## src/source/board_ctl_defines.svh

```systemverilog
/*
  shared widths and register addresses for the board controller
  register width must stay at 4 since set and clear masks share one data byte
*/
`ifndef BOARD_CTL_DEFINES_SVH
`define BOARD_CTL_DEFINES_SVH

//////////////////////////////////////////////////
// widths

`define BC_FRAME_BITS   16    // one spi frame, addr byte then data byte
`define BC_ADDR_BITS    8     // high byte of the frame
`define BC_REG_BITS     4     // control register width
`define BC_NUM_PERIPH   4     // adc03, dac, flash, adc02
`define BC_NUM_REGS     11    // ten control regs plus the mux reg

//////////////////////////////////////////////////
// register map

`define BC_ADDR_LED          8'd7
`define BC_ADDR_MUX          8'd8     // peripheral select
`define BC_ADDR_DAC          8'd9
`define BC_ADDR_RAILS        8'd10
`define BC_ADDR_SOFT_RST     8'd11    // no storage, clears everything
`define BC_ADDR_DAC_REF_MUX  8'd12
// 13 unused
`define BC_ADDR_ADC          8'd14
`define BC_ADDR_CLAMP1       8'd15
`define BC_ADDR_CLAMP2       8'd16
`define BC_ADDR_RELAY_COM    8'd17
`define BC_ADDR_IRANGE_SW    8'd18
`define BC_ADDR_RELAY        8'd19

`endif
```

## src/source/board_ctl_pkg.sv

```systemverilog
/*
  frame types for the spi register path
  one received word, read either as addr/data or as addr/clear/set masks
*/
package board_ctl_pkg;

  `include "board_ctl_defines.svh"

  //////////////////////////////////////////////////
  // plain view

  // addr in the high byte, value in the low byte
  typedef struct packed {
    logic [`BC_ADDR_BITS-1:0]                addr;
    logic [`BC_FRAME_BITS-`BC_ADDR_BITS-1:0] data;
  } frame_byte_t;

  //////////////////////////////////////////////////
  // update view

  // high nibble clears, low nibble sets
  // overlapping bits mean toggle
  typedef struct packed {
    logic [`BC_ADDR_BITS-1:0] addr;
    logic [`BC_REG_BITS-1:0]  clr_mask;
    logic [`BC_REG_BITS-1:0]  set_mask;
  } frame_mask_t;

  // both views are exactly one frame wide
  typedef union packed {
    frame_byte_t bytes;   // addr echo, reply path
    frame_mask_t mask;    // register update path
  } spi_frame_u;

endpackage

```

## src/source/board_ctl_top.sv

```systemverilog
/*
  board controller front end, spi register bank plus peripheral routing
  periph bit 0 adc03, 1 dac, 2 flash, 3 adc02
*/
`timescale 1ns/1ps

`include "board_ctl_defines.svh"

module board_ctl_top
  import board_ctl_pkg::*;
(
  input  logic                      clk,
  input  logic                      arst_n,
  // mcu spi
  input  logic                      sclk,
  input  logic                      cs_n,
  input  logic                      mosi,
  input  logic                      special,
  output logic                      miso,
  // routed peripherals
  output logic [`BC_NUM_PERIPH-1:0] periph_cs_n,
  input  logic [`BC_NUM_PERIPH-1:0] periph_miso,
  // control registers
  output logic [`BC_REG_BITS-1:0]   led,
  output logic [`BC_REG_BITS-1:0]   dac,
  output logic [`BC_REG_BITS-1:0]   rails,
  output logic [`BC_REG_BITS-1:0]   dac_ref_mux,
  output logic [`BC_REG_BITS-1:0]   adc,
  output logic [`BC_REG_BITS-1:0]   clamp1,
  output logic [`BC_REG_BITS-1:0]   clamp2,
  output logic [`BC_REG_BITS-1:0]   relay_com,
  output logic [`BC_REG_BITS-1:0]   irange_sw,
  output logic [`BC_REG_BITS-1:0]   relay
);

  spi_frame_u                frame;
  logic                      frame_valid;
  logic [`BC_FRAME_BITS-1:0] reply_word;
  logic [`BC_NUM_PERIPH-1:0] mux_sel;
  logic                      sdo;

  //////////////////////////////////////////////////
  // receiver

  spi_frame_rx i_spi_frame_rx (
    .clk         (clk),
    .arst_n      (arst_n),
    .sclk        (sclk),
    .cs_n        (cs_n),
    .mosi        (mosi),
    .special     (special),
    .reply_word  (reply_word),
    .sdo         (sdo),
    .frame       (frame),
    .frame_valid (frame_valid)
  );

  //////////////////////////////////////////////////
  // register bank

  mask_reg_bank i_mask_reg_bank (
    .clk         (clk),
    .arst_n      (arst_n),
    .frame       (frame),
    .frame_valid (frame_valid),
    .mux_sel     (mux_sel),
    .reply_word  (reply_word),
    .led         (led),
    .dac         (dac),
    .rails       (rails),
    .dac_ref_mux (dac_ref_mux),
    .adc         (adc),
    .clamp1      (clamp1),
    .clamp2      (clamp2),
    .relay_com   (relay_com),
    .irange_sw   (irange_sw),
    .relay       (relay)
  );

  // raw pins here, no clk latency on the pass-through
  spi_route_mux i_spi_route_mux (
    .special     (special),
    .cs_n        (cs_n),
    .sdo         (sdo),
    .mux_sel     (mux_sel),
    .periph_miso (periph_miso),
    .periph_cs_n (periph_cs_n),
    .miso        (miso)
  );

endmodule

```

## src/source/spi_route_mux.sv

```systemverilog
/*
  combinational chip select fan-out and miso return path
  special low keeps every peripheral deselected during register writes
  miso is always driven, peripheral outputs are ORed under mux_sel
*/
`timescale 1ns/1ps

`include "board_ctl_defines.svh"

module spi_route_mux (
  input  logic                      special,
  input  logic                      cs_n,
  input  logic                      sdo,
  input  logic [`BC_NUM_PERIPH-1:0] mux_sel,
  input  logic [`BC_NUM_PERIPH-1:0] periph_miso,
  output logic [`BC_NUM_PERIPH-1:0] periph_cs_n,
  output logic                      miso
);

  logic [`BC_NUM_PERIPH-1:0] sel_miso;   // masked peripheral outputs

  //////////////////////////////////////////////////
  // chip selects

  always_comb
  begin
    if (special)
      periph_cs_n = ~(mux_sel & {`BC_NUM_PERIPH{~cs_n}});   // follow cs_n where selected
    else
      periph_cs_n = '1;   // register write, nobody listens
  end

  //////////////////////////////////////////////////
  // miso

  assign sel_miso = periph_miso & mux_sel;

  always_comb
  begin
    if (special)
      miso = |sel_miso;   // more than one selected just ORs
    else
      miso = sdo;         // fpga register reply
  end

endmodule

```

## src/source/mask_reg_bank.sv

```systemverilog
/*
  eleven 4-bit control registers updated by set/clear/toggle frames
  soft reset address clears all, unknown addresses are ignored
  reply word echoes the last valid address with its register contents
*/
`timescale 1ns/1ps

`include "board_ctl_defines.svh"

module mask_reg_bank
  import board_ctl_pkg::*;
(
  input  logic                      clk,
  input  logic                      arst_n,
  input  spi_frame_u                frame,
  input  logic                      frame_valid,
  output logic [`BC_NUM_PERIPH-1:0] mux_sel,
  output logic [`BC_FRAME_BITS-1:0] reply_word,
  output logic [`BC_REG_BITS-1:0]   led,
  output logic [`BC_REG_BITS-1:0]   dac,
  output logic [`BC_REG_BITS-1:0]   rails,
  output logic [`BC_REG_BITS-1:0]   dac_ref_mux,
  output logic [`BC_REG_BITS-1:0]   adc,
  output logic [`BC_REG_BITS-1:0]   clamp1,
  output logic [`BC_REG_BITS-1:0]   clamp2,
  output logic [`BC_REG_BITS-1:0]   relay_com,
  output logic [`BC_REG_BITS-1:0]   irange_sw,
  output logic [`BC_REG_BITS-1:0]   relay
);

  localparam int SLOT_BITS = $clog2(`BC_NUM_REGS);
  localparam int DATA_BITS = `BC_FRAME_BITS - `BC_ADDR_BITS;

  // storage slots
  localparam int SLOT_LED         = 0;
  localparam int SLOT_MUX         = 1;
  localparam int SLOT_DAC         = 2;
  localparam int SLOT_RAILS       = 3;
  localparam int SLOT_DAC_REF_MUX = 4;
  localparam int SLOT_ADC         = 5;
  localparam int SLOT_CLAMP1      = 6;
  localparam int SLOT_CLAMP2      = 7;
  localparam int SLOT_RELAY_COM   = 8;
  localparam int SLOT_IRANGE_SW   = 9;
  localparam int SLOT_RELAY       = 10;

  logic [`BC_REG_BITS-1:0]  regs [`BC_NUM_REGS];
  logic [`BC_ADDR_BITS-1:0] last_addr;      // addr of last valid frame
  logic [SLOT_BITS:0]       wr_slot;        // {hit, index}
  logic [SLOT_BITS:0]       rd_slot;
  logic                     soft_rst;
  frame_byte_t              reply;

  //////////////////////////////////////////////////
  // helpers

  // address to {hit, slot}, miss for soft reset and holes
  function automatic logic [SLOT_BITS:0] addr_slot(input logic [`BC_ADDR_BITS-1:0] a);
    case (a)
      `BC_ADDR_LED:         addr_slot = {1'b1, SLOT_BITS'(SLOT_LED)};
      `BC_ADDR_MUX:         addr_slot = {1'b1, SLOT_BITS'(SLOT_MUX)};
      `BC_ADDR_DAC:         addr_slot = {1'b1, SLOT_BITS'(SLOT_DAC)};
      `BC_ADDR_RAILS:       addr_slot = {1'b1, SLOT_BITS'(SLOT_RAILS)};
      `BC_ADDR_DAC_REF_MUX: addr_slot = {1'b1, SLOT_BITS'(SLOT_DAC_REF_MUX)};
      `BC_ADDR_ADC:         addr_slot = {1'b1, SLOT_BITS'(SLOT_ADC)};
      `BC_ADDR_CLAMP1:      addr_slot = {1'b1, SLOT_BITS'(SLOT_CLAMP1)};
      `BC_ADDR_CLAMP2:      addr_slot = {1'b1, SLOT_BITS'(SLOT_CLAMP2)};
      `BC_ADDR_RELAY_COM:   addr_slot = {1'b1, SLOT_BITS'(SLOT_RELAY_COM)};
      `BC_ADDR_IRANGE_SW:   addr_slot = {1'b1, SLOT_BITS'(SLOT_IRANGE_SW)};
      `BC_ADDR_RELAY:       addr_slot = {1'b1, SLOT_BITS'(SLOT_RELAY)};
      default:              addr_slot = '0;
    endcase
  endfunction

  // any overlap toggles only those bits
  // otherwise set first, then clear
  function automatic logic [`BC_REG_BITS-1:0] apply_masks(
    input logic [`BC_REG_BITS-1:0] cur,
    input logic [`BC_REG_BITS-1:0] clr,
    input logic [`BC_REG_BITS-1:0] set
  );
    logic [`BC_REG_BITS-1:0] both;
    both = clr & set;
    if (both != '0)
      apply_masks = cur ^ both;
    else
      apply_masks = (cur | set) & ~clr;
  endfunction

  //////////////////////////////////////////////////
  // update

  assign wr_slot  = addr_slot(frame.mask.addr);
  assign soft_rst = (frame.mask.addr == `BC_ADDR_SOFT_RST);

  always_ff @(posedge clk or negedge arst_n)
  begin
    if (!arst_n)
    begin
      last_addr <= '0;
      for (int i = 0; i < `BC_NUM_REGS; i++)
        regs[i] <= '0;
    end
    else if (frame_valid)
    begin
      last_addr <= frame.bytes.addr;   // every valid frame, known or not
      if (soft_rst)
      begin
        for (int i = 0; i < `BC_NUM_REGS; i++)
          regs[i] <= '0;
      end
      else if (wr_slot[SLOT_BITS])
        regs[wr_slot[SLOT_BITS-1:0]] <= apply_masks(regs[wr_slot[SLOT_BITS-1:0]],
                                                    frame.mask.clr_mask,
                                                    frame.mask.set_mask);
    end
  end

  //////////////////////////////////////////////////
  // readback

  assign rd_slot = addr_slot(last_addr);

  // address always echoed, data byte 0 when nothing stored there
  always_comb
  begin
    reply.addr = last_addr;
    reply.data = '0;
    if (rd_slot[SLOT_BITS])
      reply.data = DATA_BITS'(regs[rd_slot[SLOT_BITS-1:0]]);   // zero extend
  end

  assign reply_word = reply;

  // pins
  assign mux_sel     = regs[SLOT_MUX][`BC_NUM_PERIPH-1:0];
  assign led         = regs[SLOT_LED];
  assign dac         = regs[SLOT_DAC];
  assign rails       = regs[SLOT_RAILS];
  assign dac_ref_mux = regs[SLOT_DAC_REF_MUX];
  assign adc         = regs[SLOT_ADC];
  assign clamp1      = regs[SLOT_CLAMP1];
  assign clamp2      = regs[SLOT_CLAMP2];
  assign relay_com   = regs[SLOT_RELAY_COM];
  assign irange_sw   = regs[SLOT_IRANGE_SW];
  assign relay       = regs[SLOT_RELAY];

endmodule

```

## src/source/spi_frame_rx.sv

```systemverilog
/*
  spi mode 0 slave, msb first, oversampled in the clk domain
  sclk must be at most clk/6 and cs_n must idle high for 4 clk between frames
  reply_word is loaded when cs_n falls, frame_valid pulses 3 clk after cs_n rises
*/
`timescale 1ns/1ps

`include "board_ctl_defines.svh"

module spi_frame_rx
  import board_ctl_pkg::*;
(
  input  logic                      clk,
  input  logic                      arst_n,
  input  logic                      sclk,
  input  logic                      cs_n,
  input  logic                      mosi,
  input  logic                      special,
  input  logic [`BC_FRAME_BITS-1:0] reply_word,
  output logic                      sdo,
  output spi_frame_u                frame,
  output logic                      frame_valid
);

  localparam int CNT_BITS = $clog2(`BC_FRAME_BITS) + 1;   // room for 17+ edges

  // synchronizer chains plus one stage for edge detect
  logic sclk_s1, sclk_s2, sclk_d;
  logic cs_n_s1, cs_n_s2, cs_n_d;
  logic mosi_s1, mosi_s2;                  // same depth as sclk, stays aligned
  logic special_s1, special_s2;

  logic sclk_rise, sclk_fall;
  logic cs_fall, cs_rise;

  logic [CNT_BITS-1:0]       bit_cnt;      // saturating rising-edge count
  logic                      special_seen; // sticky, special high inside frame
  logic [`BC_FRAME_BITS-1:0] rx_shift;
  logic [`BC_FRAME_BITS-1:0] tx_shift;

  //////////////////////////////////////////////////
  // pin synchronizers

  always_ff @(posedge clk or negedge arst_n)
  begin
    if (!arst_n)
    begin
      sclk_s1    <= 1'b0;   // mode 0 idles low
      sclk_s2    <= 1'b0;
      sclk_d     <= 1'b0;
      cs_n_s1    <= 1'b1;   // deselected
      cs_n_s2    <= 1'b1;
      cs_n_d     <= 1'b1;
      mosi_s1    <= 1'b0;
      mosi_s2    <= 1'b0;
      special_s1 <= 1'b0;
      special_s2 <= 1'b0;
    end
    else
    begin
      sclk_s1    <= sclk;
      sclk_s2    <= sclk_s1;
      sclk_d     <= sclk_s2;
      cs_n_s1    <= cs_n;
      cs_n_s2    <= cs_n_s1;
      cs_n_d     <= cs_n_s2;
      mosi_s1    <= mosi;
      mosi_s2    <= mosi_s1;
      special_s1 <= special;
      special_s2 <= special_s1;
    end
  end

  assign sclk_rise = sclk_s2 & ~sclk_d;
  assign sclk_fall = ~sclk_s2 & sclk_d;
  assign cs_fall   = ~cs_n_s2 & cs_n_d;
  assign cs_rise   = cs_n_s2 & ~cs_n_d;

  //////////////////////////////////////////////////
  // frame control

  always_ff @(posedge clk or negedge arst_n)
  begin
    if (!arst_n)
    begin
      bit_cnt      <= '0;
      special_seen <= 1'b0;
      frame_valid  <= 1'b0;
      tx_shift     <= '0;
    end
    else
    begin
      frame_valid <= 1'b0;    // single cycle pulse
      if (cs_fall)
      begin
        bit_cnt      <= '0;
        special_seen <= special_s2;
        tx_shift     <= reply_word;   // first bit out before first rising sclk
      end
      else if (!cs_n_s2)
      begin
        special_seen <= special_seen | special_s2;
        if (sclk_rise && bit_cnt != '1)
          bit_cnt <= bit_cnt + 1'b1;
        if (sclk_fall)
          tx_shift <= {tx_shift[`BC_FRAME_BITS-2:0], 1'b0};   // next bit on falling edge
      end
      // exactly 16 edges and never special
      if (cs_rise)
        frame_valid <= (bit_cnt == CNT_BITS'(`BC_FRAME_BITS)) && !special_seen && !special_s2;
    end
  end

  // payload shifter, msb arrives first
  always_ff @(posedge clk)
  begin
    if (!cs_n_s2 && sclk_rise)
      rx_shift <= {rx_shift[`BC_FRAME_BITS-2:0], mosi_s2};
  end

  assign frame = rx_shift;   // held after cs_n rises, bank latches on frame_valid
  assign sdo   = tx_shift[`BC_FRAME_BITS-1];

endmodule

```

## config.mk

```make
export PLATFORM = sky130hd
export DESIGN_NAME = board_ctl_top
export DESIGN_NICKNAME = d
export VERILOG_FILES = /design/src/source/board_ctl_pkg.sv /design/src/source/board_ctl_top.sv /design/src/source/spi_route_mux.sv /design/src/source/mask_reg_bank.sv /design/src/source/spi_frame_rx.sv
export VERILOG_INCLUDE_DIRS = /design/src /design/src/source
export SDC_FILE = /design/constraint.sdc
export NUM_CORES = 1
export LEC_CHECK = 0
export BUFFER_PORTS_ARGS = -buffer_cell sky130_fd_sc_hd__buf_2
export CAP_MARGIN = 20
export CORE_ASPECT_RATIO = 0.5
export CORE_UTILIZATION = 60
export DETAILED_ROUTE_END_ITERATION = 16
export PLACE_DENSITY = 0.87
export SLEW_MARGIN = 5
export SYNTH_ARGS = -nofsm -noshare
export SYNTH_HDL_FRONTEND = slang
export SYNTH_SLANG_ARGS = --single-unit
export TNS_END_PERCENT = 50
```

## constraint.sdc

```tcl
create_clock -name clk -period 5.15 [get_ports clk]
set_input_delay 0.515 -clock clk [delete_from_list [all_inputs] [get_ports clk]]
set_output_delay 0.515 -clock clk [all_outputs]
set_load 0.02 [all_outputs]
```

==> impl_metrics.py <==
metrics = {
    "global_routing": {
        "grt_usage_pct": 34.89,
        "grt_pass1_vias": 4846,
        "grt_pass1_wl_um": 26720,
        "grt-ovfl-total": 0,
        "grt_max_degree": 86,
        "antenna_found_initial": 0,
    },
    "layout": {
        "n_fill_cell": 738,
        "final_cell_mix": "nand2_1 (114), dfrtp_1 (82), o21ai_0 (54), buf_2 (53), nor2_1 (39)",
        "final_common_cell": "nand2_1",
        "multi_input_area_um2": 2959,
        "syn2layout_area_growth_pct": 12.14,
        "drive_gt1_share_pct": 16.03,
        "final_core_util_pct": 69.64,
        "final_nets": 698,
        "ff_latch_area_um2": 2711,
        "fin_cells": 815,
        "antennaDiodeCount": 0,
    },
    "floorplan": {
        "pin_count": 55,
        "core_um2": 9478,
        "dieHeight_um": 72.04,
        "num_rows": 25,
        "dieWidth_um": 142.1,
        "start_util_pct": 62.10,
        "die-area_um2": 10230,
    },
    "clock_tree": {
        "htreeDepth": 3,
        "worstSkewPairLatency_ns": 0.35,
        "cts_tree": "done",
        "ctsRootBufferMaster": "clkbuf_16",
        "cts_max_path_buffers": 2,
        "post_cts_buffers": 0,
        "post_cts_resized": 0,
        "cts.sinks": 106,
        "clkTransAtPathRegs_ns": 0.07,
        "numCtsBuffers": 9,
        "cts_hold_buf": 0,
    },
    "setup_path": {
        "rrSetupSlack_ns": 1.85,
        "r2r_cells": 6,
        "cp_common_cell": "o21ai_0",
        "endpoint_kind": "register",
        "start_kind": "register",
        "cp_slowest_stage_delay_ns": 0.76,
        "worstSetupPathType": "reg -> reg",
        "worst_path_max_delay_cell": "nand3_1",
        "crit_chain": "nor3_4 > and2_1 > nand3_1 > nor2_1 > o21ai_0 > o21ai_0",
        "worstPathArrival_ns": 3.57,
        "crit_fanout": 25,
        "cp_data_required_time_ns": 5.41,
    },
    "detailed_routing": {
        "wl_um": 17370,
        "met2_length_um": 7460,
        "drtIter0Drc": 848,
        "dr.pass1.iters": 8,
        "wire_per_inst_um": 21.32,
        "routed.top_layer": "met4",
        "viasPerCell": 6.690,
        "drt-met1-wl_um": 7306,
        "detail-route-antenna-nets": 0,
        "vias": 5452,
        "route.detailed.drc": 0,
        "met3_length_um": 2143,
    },
    "power": {
        "peakVddDrop_uv": 173.4,
        "power_uw": 1823,
        "p_leak_uw": 0.002767,
        "power_density_nw_per_um2": 276.2,
    },
    "yosys": {
        "yosysSeqAreaShare_pct": 46.07,
        "synth_top_area_share_pct": 34.86,
        "synthFlopType": "dfrtp_1",
        "syn_area_um2": 5886,
        "yosysTopAreaCell": "dfrtp_1",
        "ys_ff_latch": 106,
        "syn_avg_cell_area_um2": 9.269,
        "ys_types": 75,
        "yosys_warnings": 0,
        "synth_area_leaders": "dfrtp_1 (35%), edfxtp_1 (8.2%), nand2_1 (7.3%)",
        "syn-num-nets": 658,
        "synth_cells": 635,
        "synth_edf_count": 16,
        "ys_async_sr_fraction_pct": 80.19,
    },
    "place": {
        "dp_cells": 794,
        "gp_congestion": 0.9956,
        "dp_hpwl_um": 12150,
        "portBuffers": 54,
        "place_ws_ns": 1.891,
    },
    "sta": {
        "fin_worst_skew_ns": 0.006477,
        "period_share_pct": 64.15,
        "finalHoldViolCount": 0,
        "max_clock_freq_mhz": 302.7,
        "finalWorstSetupSlack_ns": 1.846,
        "rsz0062_at_grt": "no",
        "setup_viol": 0,
        "period_minus_slack_ns": 3.304,
        "fin_tns_setup_ns": 0,
        "max_slew.worst_pin.slew_ns": 0.9915,
        "drv_slew": 0,
        "slew-limit-headroom_pct": 33.71,
    },
    "worst_hold_path": {
        "min_path_type": "in -> async",
    },
    "flow_run": {
        "cap_viol_max_count": 0,
    },
    "status": {
        "outcome": "finished, final reports clean",
    },
}
## critical path, delay by kind of cell, from the launching register on
kind	cells	cell delay, ns
compound gates	2	0.44
flops	1	0.58
simple gates	4	2.19
## Yosys cell counts (all sizes together) (6+ instances only)
cell,instances
a2111oi,7
a21oi,9
a22oi,8
a31oi,16
and2,7
and3,6
buf,10
clkbuf,23
dfrtp,82
edfxtp,16
ha,13
inv,17
mux2,12
mux2i,15
nand2,114
nand2b,9
nand3,26
nor2,39
nor2b,10
nor3,17
o21ai,59
o31ai,12
o41ai,6
or3,9
## worst paths after layout
check / start / end
max: i_spi_frame_rx.frame[15] / i_mask_reg_bank.dac_ref_mux[3]
min: arst_n / i_spi_frame_rx.bit_cnt[2]
max reg2reg: i_spi_frame_rx.frame[15] / i_mask_reg_bank.dac_ref_mux[3]
min reg2reg: i_spi_frame_rx.special_s1 / i_spi_frame_rx.special_s2
max in group asynchronous: arst_n / i_spi_frame_rx.cs_n_s1
min in group clk: mosi / i_spi_frame_rx.mosi_s1
## metrics by stage
step	area [um^2]	hold WS [ns]
global route	6600	0.06870
finish	6600	0.06099
floorplan	5886	0.2194
CTS	6543	0.2654
detailed placement	6198	0.3347
global placement	6198	0.3348
## power by group
group	internal, uW	switching (uW)	total (uW)
logic	44.0	71.4	115
registers	882	31.9	914
clock network	487	306	794
## cell families (layout without fill, tap and decap cells)
| family | count (synthesis) | count (layout) | synth area share, % |
|---|---|---|---|
| muxes | 27 | 27 | 4.847 |
| and+or+nand+nor | 268 | 268 | 22.24 |
| buffers and inverters | 50 | 95 | 3.741 |
| DFF | 106 | 106 | 46.07 |
| xor gates and xnor gates | 5 | 5 | 0.7442 |
| AOI/OAI and AO/OA | 166 | 166 | 19.60 |
| adders and majority gates | 13 | 13 | 2.764 |
## final cells by class
type | instances | share of cell area, %
Multi-Input combinational cell | 479 | 44.83
Sequential cell | 106 | 41.08
Timing Repair Buffer | 62 | 5.346
Clock buffer | 11 | 3.678
Tap cell | 135 | 2.559
Clock inverter | 5 | 1.536
Inverter | 17 | 0.9668
## flip-flops by register name (all words and copies together) (netlist names), 4 cells and up, named ones only
name / count
i_mask_reg_bank.adc: 4
i_mask_reg_bank.clamp1: 4
i_mask_reg_bank.clamp2: 4
i_mask_reg_bank.dac: 4
i_mask_reg_bank.dac_ref_mux: 4
i_mask_reg_bank.irange_sw: 4
i_mask_reg_bank.last_addr: 8
i_mask_reg_bank.led: 4
i_mask_reg_bank.mux_sel: 4
i_mask_reg_bank.rails: 4
i_mask_reg_bank.relay: 4
i_mask_reg_bank.relay_com: 4
i_spi_frame_rx.bit_cnt: 5
i_spi_frame_rx.frame: 16
i_spi_frame_rx.tx_shift: 16
## layer usage
layer	vias up	GRT usage, %
met4	0	11.35
li1	2408	-
met5	-	1.435
met1	2613	50.30
met2	369	49.95
met3	62	10.89
No activity file was read; power rests on OpenSTA's default activity.
